$ cat config.mk
export PLATFORM = sky130hd
export DESIGN_NAME = mist_video_base
export DESIGN_NICKNAME = d
export VERILOG_FILES = /design/src/design/mist_pkg.sv /design/src/design/spi_byte_rx.sv /design/src/design/user_io_regs.sv /design/src/design/rgb2ypbpr.sv /design/src/design/video_out.sv /design/src/design/mist_video_base.sv
export SDC_FILE = /design/constraint.sdc
export NUM_CORES = 1
export LEC_CHECK = 0
export ABC_AREA = 1
export BUFFER_PORTS_ARGS = -buffer_cell sky130_fd_sc_hd__buf_4
export CORE_ASPECT_RATIO = 1.2
export CORE_UTILIZATION = 60
export CTS_CLUSTER_DIAMETER = 120
export DETAILED_ROUTE_END_ITERATION = 7
export PLACE_DENSITY = 0.8
export SETUP_SLACK_MARGIN = 0.3
export SYNTH_ARGS = -nofsm -noshare
export SYNTH_HDL_FRONTEND = slang
export SYNTH_SLANG_ARGS = --single-unit
$ cat constraint.sdc
create_clock -name clk_rgb_i -period 6.6 [get_ports clk_rgb_i]
set_input_delay 0.66 -clock clk_rgb_i [delete_from_list [all_inputs] [get_ports clk_rgb_i]]
set_output_delay 0.66 -clock clk_rgb_i [all_outputs]
set_load 0.005 [all_outputs]
$ cat src/design/mist_pkg.sv
// Shared pixel, sync and configuration types plus SPI command codes; import where needed
package mist_pkg;

    // One pixel at VGA depth
    typedef struct packed {
        logic [5:0] r;
        logic [5:0] g;
        logic [5:0] b;
    } rgb6_t;

    // Native game pixel
    typedef struct packed {
        logic [3:0] r;
        logic [3:0] g;
        logic [3:0] b;
    } rgb4_t;

    typedef struct packed {
        logic hs;
        logic vs;
    } sync_t;

    // Settings written over SPI by the I/O controller
    typedef struct packed {
        logic [31:0] status;
        logic [7:0]  joy1;
        logic [7:0]  joy2;
        logic        scandoubler_disable;
        logic        ypbpr;
    } io_cfg_t;

    // Command bytes, first byte of each transfer
    localparam logic [7:0] CMD_BUT_SW = 8'h01;
    localparam logic [7:0] CMD_JOY0   = 8'h02; // Lands in joy2
    localparam logic [7:0] CMD_JOY1   = 8'h03; // Lands in joy1
    localparam logic [7:0] CMD_STATUS = 8'h1E; // Four bytes, LSB first

    // Steering bits inside the button/switch byte
    localparam int BUT_SW_SD_BIT    = 4;
    localparam int BUT_SW_YPBPR_BIT = 5;

endpackage

$ cat src/design/spi_byte_rx.sv
// Oversampled SPI slave receiver; turns the I/O controller bit stream into byte strobes
`timescale 1ns/1ps

module spi_byte_rx #(
    parameter int SYNC_STAGES = 2
) (
    input  logic       clk_rgb_i,
    input  logic       rst_n_i,
    input  logic       spi_sck_i,
    input  logic       spi_di_i,
    input  logic       spi_ss_n_i,
    output logic [7:0] byte_o,
    output logic       byte_stb_o,
    output logic       first_o
);

    // All three pins share one chain so they stay aligned to each other
    logic [SYNC_STAGES-1:0][2:0] pin_sync_q; // {ss_n, sck, di}
    logic                        ss_n_s;
    logic                        sck_s;
    logic                        di_s;
    logic                        sck_prev_q;
    logic                        sck_rise;
    logic [2:0]                  bit_cnt_q;
    logic                        first_pend_q;
    logic [6:0]                  shift_q;

    assign ss_n_s   = pin_sync_q[SYNC_STAGES-1][2];
    assign sck_s    = pin_sync_q[SYNC_STAGES-1][1];
    assign di_s     = pin_sync_q[SYNC_STAGES-1][0];
    assign sck_rise = sck_s & ~sck_prev_q;

    always_ff @(posedge clk_rgb_i or negedge rst_n_i) begin
        if (!rst_n_i) begin
            pin_sync_q   <= {SYNC_STAGES{3'b100}}; // Select idles high
            sck_prev_q   <= 1'b0;
            bit_cnt_q    <= 3'd0;
            first_pend_q <= 1'b1;
            byte_stb_o   <= 1'b0;
            first_o      <= 1'b0;
        end else begin
            pin_sync_q <= {pin_sync_q[SYNC_STAGES-2:0], {spi_ss_n_i, spi_sck_i, spi_di_i}};
            sck_prev_q <= sck_s;
            byte_stb_o <= 1'b0;
            first_o    <= 1'b0;
            if (ss_n_s) begin
                bit_cnt_q    <= 3'd0; // Deselect aborts a partial byte
                first_pend_q <= 1'b1;
            end else if (sck_rise) begin
                bit_cnt_q <= bit_cnt_q + 3'd1;
                if (bit_cnt_q == 3'd7) begin
                    byte_stb_o   <= 1'b1;
                    first_o      <= first_pend_q;
                    first_pend_q <= 1'b0;
                end
            end
        end
    end

    // Data path, only read together with byte_stb_o
    always_ff @(posedge clk_rgb_i) begin
        if (!ss_n_s && sck_rise) begin
            shift_q <= {shift_q[5:0], di_s};
            if (bit_cnt_q == 3'd7)
                byte_o <= {shift_q, di_s}; // MSB arrived first
        end
    end

endmodule

$ cat src/design/user_io_regs.sv
// Configuration register block; decodes SPI commands into status, joystick and switch settings
`timescale 1ns/1ps

module user_io_regs import mist_pkg::*; #(
    parameter int SYNC_STAGES = 2
) (
    input  logic    clk_rgb_i,
    input  logic    rst_n_i,
    input  logic    spi_sck_i,
    input  logic    spi_di_i,
    input  logic    conf_data0_i,
    output io_cfg_t cfg_o
);

    logic [7:0]  rx_byte;
    logic        rx_stb;
    logic        rx_first;
    logic [7:0]  cmd_q;
    logic [2:0]  data_idx_q;     // Saturates at 4, later bytes are dropped
    logic [23:0] status_shadow_q;
    logic [31:0] status_q;
    logic [7:0]  joy1_q;
    logic [7:0]  joy2_q;
    logic        sd_q;
    logic        ypbpr_q;
    logic        data_stb;

    spi_byte_rx #(
        .SYNC_STAGES ( SYNC_STAGES  )
    ) u_spi_rx (
        .clk_rgb_i   ( clk_rgb_i    ),
        .rst_n_i     ( rst_n_i      ),
        .spi_sck_i   ( spi_sck_i    ),
        .spi_di_i    ( spi_di_i     ),
        .spi_ss_n_i  ( conf_data0_i ),
        .byte_o      ( rx_byte      ),
        .byte_stb_o  ( rx_stb       ),
        .first_o     ( rx_first     )
    );

    assign data_stb = rx_stb & ~rx_first;

    always_ff @(posedge clk_rgb_i or negedge rst_n_i) begin
        if (!rst_n_i) begin
            cmd_q      <= 8'd0;
            data_idx_q <= 3'd0;
            status_q   <= 32'd0;
            joy1_q     <= 8'd0;
            joy2_q     <= 8'd0;
            sd_q       <= 1'b0; // Board video after reset
            ypbpr_q    <= 1'b0;
        end else if (rx_stb && rx_first) begin
            cmd_q      <= rx_byte;
            data_idx_q <= 3'd0;
        end else if (data_stb) begin
            if (data_idx_q != 3'd4)
                data_idx_q <= data_idx_q + 3'd1;
            case (cmd_q)
                CMD_BUT_SW: if (data_idx_q == 3'd0) begin
                    sd_q    <= rx_byte[BUT_SW_SD_BIT];
                    ypbpr_q <= rx_byte[BUT_SW_YPBPR_BIT];
                end
                CMD_JOY0:   if (data_idx_q == 3'd0) joy2_q <= rx_byte;
                CMD_JOY1:   if (data_idx_q == 3'd0) joy1_q <= rx_byte;
                CMD_STATUS: if (data_idx_q == 3'd3) status_q <= {rx_byte, status_shadow_q};
                default: ;  // Unknown command
            endcase
        end
    end

    // Lower status bytes wait here until the top byte commits them
    always_ff @(posedge clk_rgb_i) begin
        if (data_stb && cmd_q == CMD_STATUS) begin
            case (data_idx_q)
                3'd0:    status_shadow_q[7:0]   <= rx_byte;
                3'd1:    status_shadow_q[15:8]  <= rx_byte;
                3'd2:    status_shadow_q[23:16] <= rx_byte;
                default: ;
            endcase
        end
    end

    always_comb begin
        cfg_o.status              = status_q;
        cfg_o.joy1                = joy1_q;
        cfg_o.joy2                = joy2_q;
        cfg_o.scandoubler_disable = sd_q;
        cfg_o.ypbpr               = ypbpr_q;
    end

endmodule

$ cat src/design/rgb2ypbpr.sv
// Two-cycle RGB to YPbPr converter in integer arithmetic, used by the video output stage
`timescale 1ns/1ps

module rgb2ypbpr import mist_pkg::*; (
    input  logic       clk_rgb_i,
    input  logic       rst_n_i,
    input  rgb6_t      rgb_i,
    output logic [5:0] y_o,
    output logic [5:0] pb_o,
    output logic [5:0] pr_o
);

    // 13 bits signed covers +-4095, the sums stay within -2016..4032
    logic signed [12:0] r_s;
    logic signed [12:0] g_s;
    logic signed [12:0] b_s;
    logic signed [12:0] y_sum_q;
    logic signed [12:0] pb_sum_q;
    logic signed [12:0] pr_sum_q;
    logic signed [12:0] pb_ofs;
    logic signed [12:0] pr_ofs;

    assign r_s = signed'({7'd0, rgb_i.r});
    assign g_s = signed'({7'd0, rgb_i.g});
    assign b_s = signed'({7'd0, rgb_i.b});

    // Chroma centred at mid scale
    assign pb_ofs = pb_sum_q + 13'sd2048;
    assign pr_ofs = pr_sum_q + 13'sd2048;

    always_ff @(posedge clk_rgb_i or negedge rst_n_i) begin
        if (!rst_n_i) begin
            y_sum_q  <= '0;
            pb_sum_q <= '0;
            pr_sum_q <= '0;
            y_o      <= 6'd0;
            pb_o     <= 6'd0;
            pr_o     <= 6'd0;
        end else begin
            y_sum_q  <= 13'sd19 * r_s + 13'sd38 * g_s + 13'sd7 * b_s;
            pb_sum_q <= 13'sd32 * b_s - 13'sd11 * r_s - 13'sd21 * g_s;
            pr_sum_q <= 13'sd32 * r_s - 13'sd27 * g_s - 13'sd5 * b_s;
            y_o      <= y_sum_q[11:6]; // Divide by 64
            pb_o     <= pb_ofs[11:6];
            pr_o     <= pr_ofs[11:6];
        end
    end

endmodule

$ cat src/design/video_out.sv
// VGA output path; picks game or board video, builds syncs and optionally outputs YPbPr
`timescale 1ns/1ps

module video_out import mist_pkg::*; (
    input  logic    clk_rgb_i,
    input  logic    rst_n_i,
    input  io_cfg_t cfg_i,
    input  rgb4_t   game_i,
    input  rgb6_t   board_i,
    input  sync_t   game_sync_i,
    input  sync_t   board_sync_i,
    output rgb6_t   vga_rgb_o,
    output logic    vga_hs_o,
    output logic    vga_vs_o
);

    rgb6_t      sel_rgb;
    sync_t      sel_sync;
    rgb6_t      src_rgb_q;
    sync_t      src_sync_q;
    rgb6_t      dly_rgb_q [2];  // Matches the converter latency
    sync_t      dly_sync_q [2];
    logic [5:0] conv_y;
    logic [5:0] conv_pb;
    logic [5:0] conv_pr;
    logic       csync;
    logic       scart_mode;

    // Native video widened by repeating the top bits, raw syncs are active high
    always_comb begin
        if (cfg_i.scandoubler_disable) begin
            sel_rgb.r   = {game_i.r, game_i.r[3:2]};
            sel_rgb.g   = {game_i.g, game_i.g[3:2]};
            sel_rgb.b   = {game_i.b, game_i.b[3:2]};
            sel_sync.hs = ~game_sync_i.hs;
            sel_sync.vs = ~game_sync_i.vs;
        end else begin
            sel_rgb  = board_i;
            sel_sync = board_sync_i;
        end
    end

    rgb2ypbpr u_rgb2ypbpr (
        .clk_rgb_i ( clk_rgb_i ),
        .rst_n_i   ( rst_n_i   ),
        .rgb_i     ( src_rgb_q ),
        .y_o       ( conv_y    ),
        .pb_o      ( conv_pb   ),
        .pr_o      ( conv_pr   )
    );

    // SCART cables want composite sync on HS and a high VS
    assign csync      = ~(dly_sync_q[1].hs ^ dly_sync_q[1].vs);
    assign scart_mode = cfg_i.scandoubler_disable | cfg_i.ypbpr;

    always_ff @(posedge clk_rgb_i or negedge rst_n_i) begin
        if (!rst_n_i) begin
            src_rgb_q     <= '0;
            src_sync_q    <= '0;
            dly_rgb_q[0]  <= '0;
            dly_rgb_q[1]  <= '0;
            dly_sync_q[0] <= '0;
            dly_sync_q[1] <= '0;
            vga_rgb_o     <= '0;
            vga_hs_o      <= 1'b0;
            vga_vs_o      <= 1'b0;
        end else begin
            src_rgb_q     <= sel_rgb;   // Stage 1
            src_sync_q    <= sel_sync;
            dly_rgb_q[0]  <= src_rgb_q; // Stage 2, beside the converter
            dly_sync_q[0] <= src_sync_q;
            dly_rgb_q[1]  <= dly_rgb_q[0];
            dly_sync_q[1] <= dly_sync_q[0];
            if (cfg_i.ypbpr) begin
                vga_rgb_o.r <= conv_pr;
                vga_rgb_o.g <= conv_y;
                vga_rgb_o.b <= conv_pb;
            end else begin
                vga_rgb_o <= dly_rgb_q[1];
            end
            vga_hs_o <= scart_mode ? csync : dly_sync_q[1].hs;
            vga_vs_o <= scart_mode ? 1'b1  : dly_sync_q[1].vs;
        end
    end

endmodule

$ cat src/design/mist_video_base.sv
// Top level of the arcade video base; connects the SPI register block to the VGA output path
`timescale 1ns/1ps

module mist_video_base import mist_pkg::*; #(
    parameter int SYNC_STAGES = 2   // SPI pin synchronizer depth
) (
    input  logic        clk_rgb_i,
    input  logic        rst_n_i,
    input  logic        spi_sck_i,
    input  logic        spi_di_i,
    input  logic        conf_data0_i,
    input  rgb4_t       game_i,
    input  rgb6_t       board_i,
    input  sync_t       game_sync_i,
    input  sync_t       board_sync_i,
    output rgb6_t       vga_rgb_o,
    output logic        vga_hs_o,
    output logic        vga_vs_o,
    output logic [31:0] status_o,
    output logic [7:0]  joystick1_o,
    output logic [7:0]  joystick2_o
);

    io_cfg_t cfg;

    user_io_regs #(
        .SYNC_STAGES  ( SYNC_STAGES  )
    ) u_user_io (
        .clk_rgb_i    ( clk_rgb_i    ),
        .rst_n_i      ( rst_n_i      ),
        .spi_sck_i    ( spi_sck_i    ),
        .spi_di_i     ( spi_di_i     ),
        .conf_data0_i ( conf_data0_i ),
        .cfg_o        ( cfg          )
    );

    video_out u_video (
        .clk_rgb_i    ( clk_rgb_i    ),
        .rst_n_i      ( rst_n_i      ),
        .cfg_i        ( cfg          ),
        .game_i       ( game_i       ),
        .board_i      ( board_i      ),
        .game_sync_i  ( game_sync_i  ),
        .board_sync_i ( board_sync_i ),
        .vga_rgb_o    ( vga_rgb_o    ),
        .vga_hs_o     ( vga_hs_o     ),
        .vga_vs_o     ( vga_vs_o     )
    );

    assign status_o    = cfg.status;
    assign joystick1_o = cfg.joy1;
    assign joystick2_o = cfg.joy2;

endmodule

# Yosys cells after proc, flatten, opt, wreduce, memory -nomap -nowiden
# Cells that the tools add are included.
dict set report totals {
  ff_bits 247
  latchBits 0
  mem_bits_rw 0
  rom_bits 0
  in_bits 39
  out_inout_bits 68
  word_cells 119
  mem_count 0
}
dict set report op_classes {
  n_addsub 10
  n_mul 7
  div_mod_pow 0
  order_cmp 0
  eq_ne 9
  shift 0
  muxes 19
  bitwise_logic 10
  n_reduce_logical 19
}
# cell n
set ops {}
lappend ops {{multiplier 5 x 6 -> 11 bit (first input constant)} 4}
lappend ops {{2-to-1 mux 18 bit} 2}
lappend ops {{adder 12 bit (second input constant)} 2}
lappend ops {{multiplier 3 x 6 -> 9 bit (first input constant)} 2}
lappend ops {{== test 8 x 2 -> 1 bit (second input constant)} 2}
lappend ops {{AND reduction 4 bit} 4}
lappend ops {{2-to-1 mux 3 bit} 5}
lappend ops {{adder 11 x 12 -> 12 bit} 1}
lappend ops {{adder 12 x 10 -> 12 bit} 1}
lappend ops {{AND reduction 2 bit} 6}
lappend ops {{subtractor 11 x 10 -> 12 bit} 1}
lappend ops {{subtractor 11 x 11 -> 12 bit} 1}
lappend ops {{subtractor 12 x 10 -> 12 bit} 1}
lappend ops {{subtractor 12 bit} 1}
lappend ops {{2-to-1 mux 1 bit} 11}
lappend ops {{multiplier 4 x 6 -> 10 bit (first input constant)} 1}
lappend ops {{== test 8 x 1 -> 1 bit (second input constant)} 1}
lappend ops {{== test 8 x 5 -> 1 bit (second input constant)} 1}
lappend ops {{nonzero test 2 bit} 4}
lappend ops {{adder 3 x 1 -> 3 bit (second input constant)} 2}
lappend ops {{== test 3 x 2 -> 1 bit (second input constant)} 2}
lappend ops {{inverter 1 bit} 6}
lappend ops {{== test 3 x 1 -> 1 bit (second input constant)} 1}
lappend ops {{== test 3 bit (second input constant)} 1}
lappend ops {{8 further kinds} 11}

# Depth between registers and ports, before layout
dict set report logic_depth {
  ltp_word 4
  mapped_depth 22
}

# Cells and area by module
# Synthesis repeated with hierarchy kept, for this count alone.
dict set report hier_totals {
  hier_cells 1182
  hier_area_um2 12274.3
}
# mod instances cells_each area_per_inst_um2 seq_area_each_um2
set modules_own_cells {}
lappend modules_own_cells {rgb2ypbpr 1 603 5431.5 900.9}
lappend modules_own_cells {user_io_regs 1 324 3434.5 2247.2}
lappend modules_own_cells {video_out 1 203 2506.2 2001.9}
lappend modules_own_cells {spi_byte_rx 1 52 902.1 779.5}

# Worst setup path after synthesis
# No wires, ideal clock.
dict set report synth_path {
  kind {reg-to-reg}
  from {register u_video.src_rgb_q[2] (netlist bit)}
  to {register u_video.u_rgb2ypbpr.y_sum_q[9]}
  t_arrival_ns 4.618
  path_slack_ns 1.866
  path_stages_with_launch 21
  n_path_buf 0
  period_less_slack_ns 4.734
  cell_sequence {dfrtp_1 > fa_1 > ha_1 > fa_1 > a31oi_1 > xor2_1 > inv_1 > ha_1 > ha_1 > fa_1 > inv_1 > fa_1 > inv_1 > ha_1 > nand2_1 > nor2_1 > nand2_1 > o211ai_1 > nand3_1 > nand3_1 > nand2_1}
}
dict set report synth_via {
  elab_chain_len 2
}
# item line
set synth_rtl {}
lappend synth_rtl {{from (decl)} video_out.sv:19} ;# rgb6_t src_rgb_q;
lappend synth_rtl {{from (signal assigned)} video_out.sv:68} ;# src_rgb_q <= sel_rgb;
lappend synth_rtl {{multiplier 3 x 6 -> 9 bit} rgb2ypbpr.sv:40} ;# y_sum_q <= 13'sd19 * r_s + 13'sd38 * g_s + 13'sd7 * b_s;
lappend synth_rtl {{adder 12 x 10 -> 12 bit} rgb2ypbpr.sv:40}
lappend synth_rtl {{to (signal assigned)} rgb2ypbpr.sv:40}
lappend synth_rtl {{to (decl)} rgb2ypbpr.sv:17} ;# logic signed [12:0] y_sum_q;
# Every way passes these cells.
# A chain may end at the register's enable or synchronous reset.

# Final worst setup path
# Ends and elaborated chain as after synthesis.

==> impl_metrics.env <==
export IMPL_status="finished, final reports clean"
export IMPL_htreeDepth=1
export IMPL_slowest_delay_ns=0.57
export IMPL_routed_via_density=5.13
export IMPL_cts_resized=0
export IMPL_power_mw=5.05
export IMPL_synth_edff_count=39
export IMPL_via_count=7954
export IMPL_yosysSeqAreaShare=0.488
export IMPL_async_flop_share=0.830
export IMPL_root_buffer="clkbuf_16"
export IMPL_switchingPower_mw=1.84
export IMPL_cts_hold_buf=0
export IMPL_grt_overflow_total=0
export IMPL_io_buffer_count=106
export IMPL_finalNonFillerCells=1552
export IMPL_coreArea_mm2=0.0197
export IMPL_critPathArrivalTime_ns=5.52
export IMPL_gr_usage_all_layers=0.239
export IMPL_period_share=0.777
export IMPL_yosys_warnings=0
export IMPL_initial_core_util=0.617
export IMPL_dpl_cell_area_mm2=0.0132
export IMPL_power_frac_comb=0.417
export IMPL_skew_ns=0.0206
export IMPL_critPathCaptureType="flop"
export IMPL_setup_tns_final_ns=0
export IMPL_ios=107
export IMPL_postCtsSetupBuffers=0
export IMPL_cts_clk_slew_worst_paths_ns=0.06
export IMPL_num_rows=56
export IMPL_synth_area_per_cell_um2=10.5
export IMPL_path_cells="fa_1 -> ha_1 -> fa_1 -> a31oi_1 -> xor2_1 -> inv_1 -> ha_1 -> ha_1 -> fa_1 -> inv_1 -> fa_1 -> inv_1 -> ha_1 -> nand2_1 -> nor2_1 -> nand2_1 -> o211ai_1 -> nand3_1 -> nand3_1 -> nand2_1"
export IMPL_drv_cap=0
export IMPL_clkPwrFrac=0.254
export IMPL_dieArea_mm2=0.0208
export IMPL_cts_path_max_buffers=3
export IMPL_path_delay_family="adder cells"
export IMPL_synthFlopType="dfrtp_1"
export IMPL_switching_share=0.365
export IMPL_postLayoutCellArea_mm2=0.0139
export IMPL_antenna_cells=0
export IMPL_dieHeight_um=158
export IMPL_yosysMostFrequentCell="nand2_1"
export IMPL_area_growth_pct=14.6
export IMPL_ir_worst_vdd_uv=252
export IMPL_p_per_area_mw_per_mm2=363
export IMPL_drcViolationCount=0
export IMPL_dp_hpwl_um=17200
export IMPL_syn_inst=1158
export IMPL_setup_violations_final=0
export IMPL_relSlewSlack=0.358
export IMPL_synthTopCellsByCount="275 x nand2_1, 222 x inv_1, 187 x dfrtp_1, 132 x ha_1, 57 x fa_1"
export IMPL_synth_nets=1386
export IMPL_worstPathMaxFanout=7
export IMPL_antenna_found_initial=0
export IMPL_drtIter0Drc=365
export IMPL_max_freq_mhz=195
export IMPL_critPathRequiredTime_ns=6.99
export IMPL_critPathLaunchType="flop"
export IMPL_holdWs_ns=0.234
export IMPL_crit_type="reg2reg"
export IMPL_clock_latency_ns=0.51
export IMPL_clkSinkCount=229
export IMPL_p_seq_frac=0.329
export IMPL_routed_wl_um=23500
export IMPL_grt_pass1_vias=8278
export IMPL_grt_max_degree=113
export IMPL_grt_pass1_wl_um=38900
export IMPL_ys_seq_elements=229
export IMPL_avgRoutedWirePerCell_um=15.1
export IMPL_period_minus_slack_ns=5.13
export IMPL_die_w_um=132
export IMPL_synthTopCellsByArea="dfrtp_1 39%, ha_1 14%, edfxtp_1 9.6%"
export IMPL_drv_slew=0
export IMPL_fin_nets=1503
export IMPL_rsz0062_at_grt="no"
export IMPL_synth_distinct_cells=42
export IMPL_cp_buffers_inverters=3
export IMPL_critPathSlowestCell="dfrtp_1"
export IMPL_routabilityCongestion=0.862
export IMPL_yosysTopAreaCellShare=0.385
export IMPL_cts_tree="built"
export IMPL_drive_gt1_frac=0.142
export IMPL_hold_viol_final=0
export IMPL_numCtsBuffers=22
export IMPL_tightest_slew_ns=0.963
export IMPL_min_path_type="in2async"
export IMPL_synth_top_cell_by_area="dfrtp_1"
export IMPL_p_leak_nw=7.51
export IMPL_placed_cells=1512
export IMPL_power_internal_mw=3.21
export IMPL_drtAntennaViolNets=0
export IMPL_netlist_area_mm2=0.0121
export IMPL_firstDrtPassIters=7
==> registers in the layout, indices dropped and copies added, names as in the netlist, 7 cells and up <==
signal and flops:
u_user_io.status_q 32, u_video.vga_rgb_o 18, u_video.dly_rgb_q 36, u_user_io.joy1_q 8, u_user_io.u_spi_rx.shift_q 7, u_video.src_rgb_q 18
u_user_io.cmd_q 8, u_user_io.joy2_q 8, u_user_io.u_spi_rx.byte_o 8, u_user_io.status_shadow_q 24
==> layer usage <==
layer	track usage	share of wire	vias up	wire length [µm]
met5	0	0	-	0
met3	0.0330	0.040	60	938
met1	0.272	0.39	3842	9150
met2	0.451	0.53	183	12500
li1	-	-	3869	-
met4	0.0986	0.037	0	865
==> layout make-up <==
| type | count | area (µm²) |
|---|---|---|
| repair buffers | 107 | 810 |
| inverters | 225 | 845 |
| multi-input cells | 690 | 5270 |
| clock inverters | 15 | 174 |
| fillers | 1364 | 5760 |
| clock buffers | 25 | 572 |
| well taps | 261 | 327 |
| flip-flops and latches | 229 | 5930 |
==> stage by stage <==
stage	util	setup slack [ns]
6_report	0.707	1.47
5_1_grt	0.707	1.13
4_1_cts	0.707	1.46
3_5_place_dp	0.669	1.50
3_3_place_gp	0.669	1.62
2_1_floorplan	-	1.87
==> cell usage in the layout (no fill, tap or decap), types with 5 or more instances in the layout <==
cell type / Yosys / final
nand2_1: 275 / 275
inv_1: 222 / 222
dfrtp_1: 187 / 187
ha_1: 132 / 132
buf_4: 0 / 106
fa_1: 57 / 57
edfxtp_1: 39 / 39
a21oi_1: 28 / 28
nand3_1: 27 / 27
nor2_1: 25 / 25
o21ai_2: 23 / 23
clkbuf_16: 0 / 22
o21ai_0: 21 / 21
o21ai_1: 18 / 18
xor2_1: 17 / 17
xnor2_1: 10 / 10
nor3_1: 9 / 9
mux2i_1: 8 / 8
a21o_1: 6 / 6
clkinv_2: 0 / 5
==> cells by family after synthesis <==
logic type,share of synthesized area
AND/OR/NAND/NOR,0.120
multiplexers,0.00659
AO/OA/AOI/OAI,0.0576
flip-flops,0.488
buffers and inverters,0.0783
adder cells (fa/ha/maj),0.230
XOR/XNOR,0.0195
==> power by group through the flow <==
| stage | Clock [mW] | Sequential (mW) | Combinational (mW) |
|---|---|---|---|
| CTS | 1.30 | 1.66 | 2.12 |
| finish | 1.28 | 1.66 | 2.10 |
| floorplan | 0 | 1.67 | 1.64 |
| global placement | 0 | 1.68 | 2.01 |
| detailed placement | 0 | 1.69 | 2.10 |
| global route | 1.36 | 1.68 | 2.46 |
==> final timing paths <==
path | to | from | slack [ns] | cells after the start
max in group asynchronous | u_video.src_rgb_q[7]$_DFF_PN0_ | rst_n_i | 4.80 | 2
worst min register to register | u_video.u_rgb2ypbpr.pb_o[0]$_DFF_PN0_ | u_video.u_rgb2ypbpr.pb_sum_q[6]$_DFF_PN0_ | 0.35 | 0
worst max-delay path | u_video.u_rgb2ypbpr.y_sum_q[9]$_DFF_PN0_ | u_video.src_rgb_q[2]$_DFF_PN0_ | 1.47 | 20
worst min-delay path | u_user_io.status_q[9]$_DFFE_PN0P_ | rst_n_i | 0.23 | 1
worst max register to register | u_video.u_rgb2ypbpr.y_sum_q[9]$_DFF_PN0_ | u_video.src_rgb_q[2]$_DFF_PN0_ | 1.47 | 20
min in group clk_rgb_i | u_user_io.u_spi_rx.pin_sync_q[1]$_DFF_PN0_ | spi_sck_i | 0.26 | 1
(Power assumes the default switching activity.)
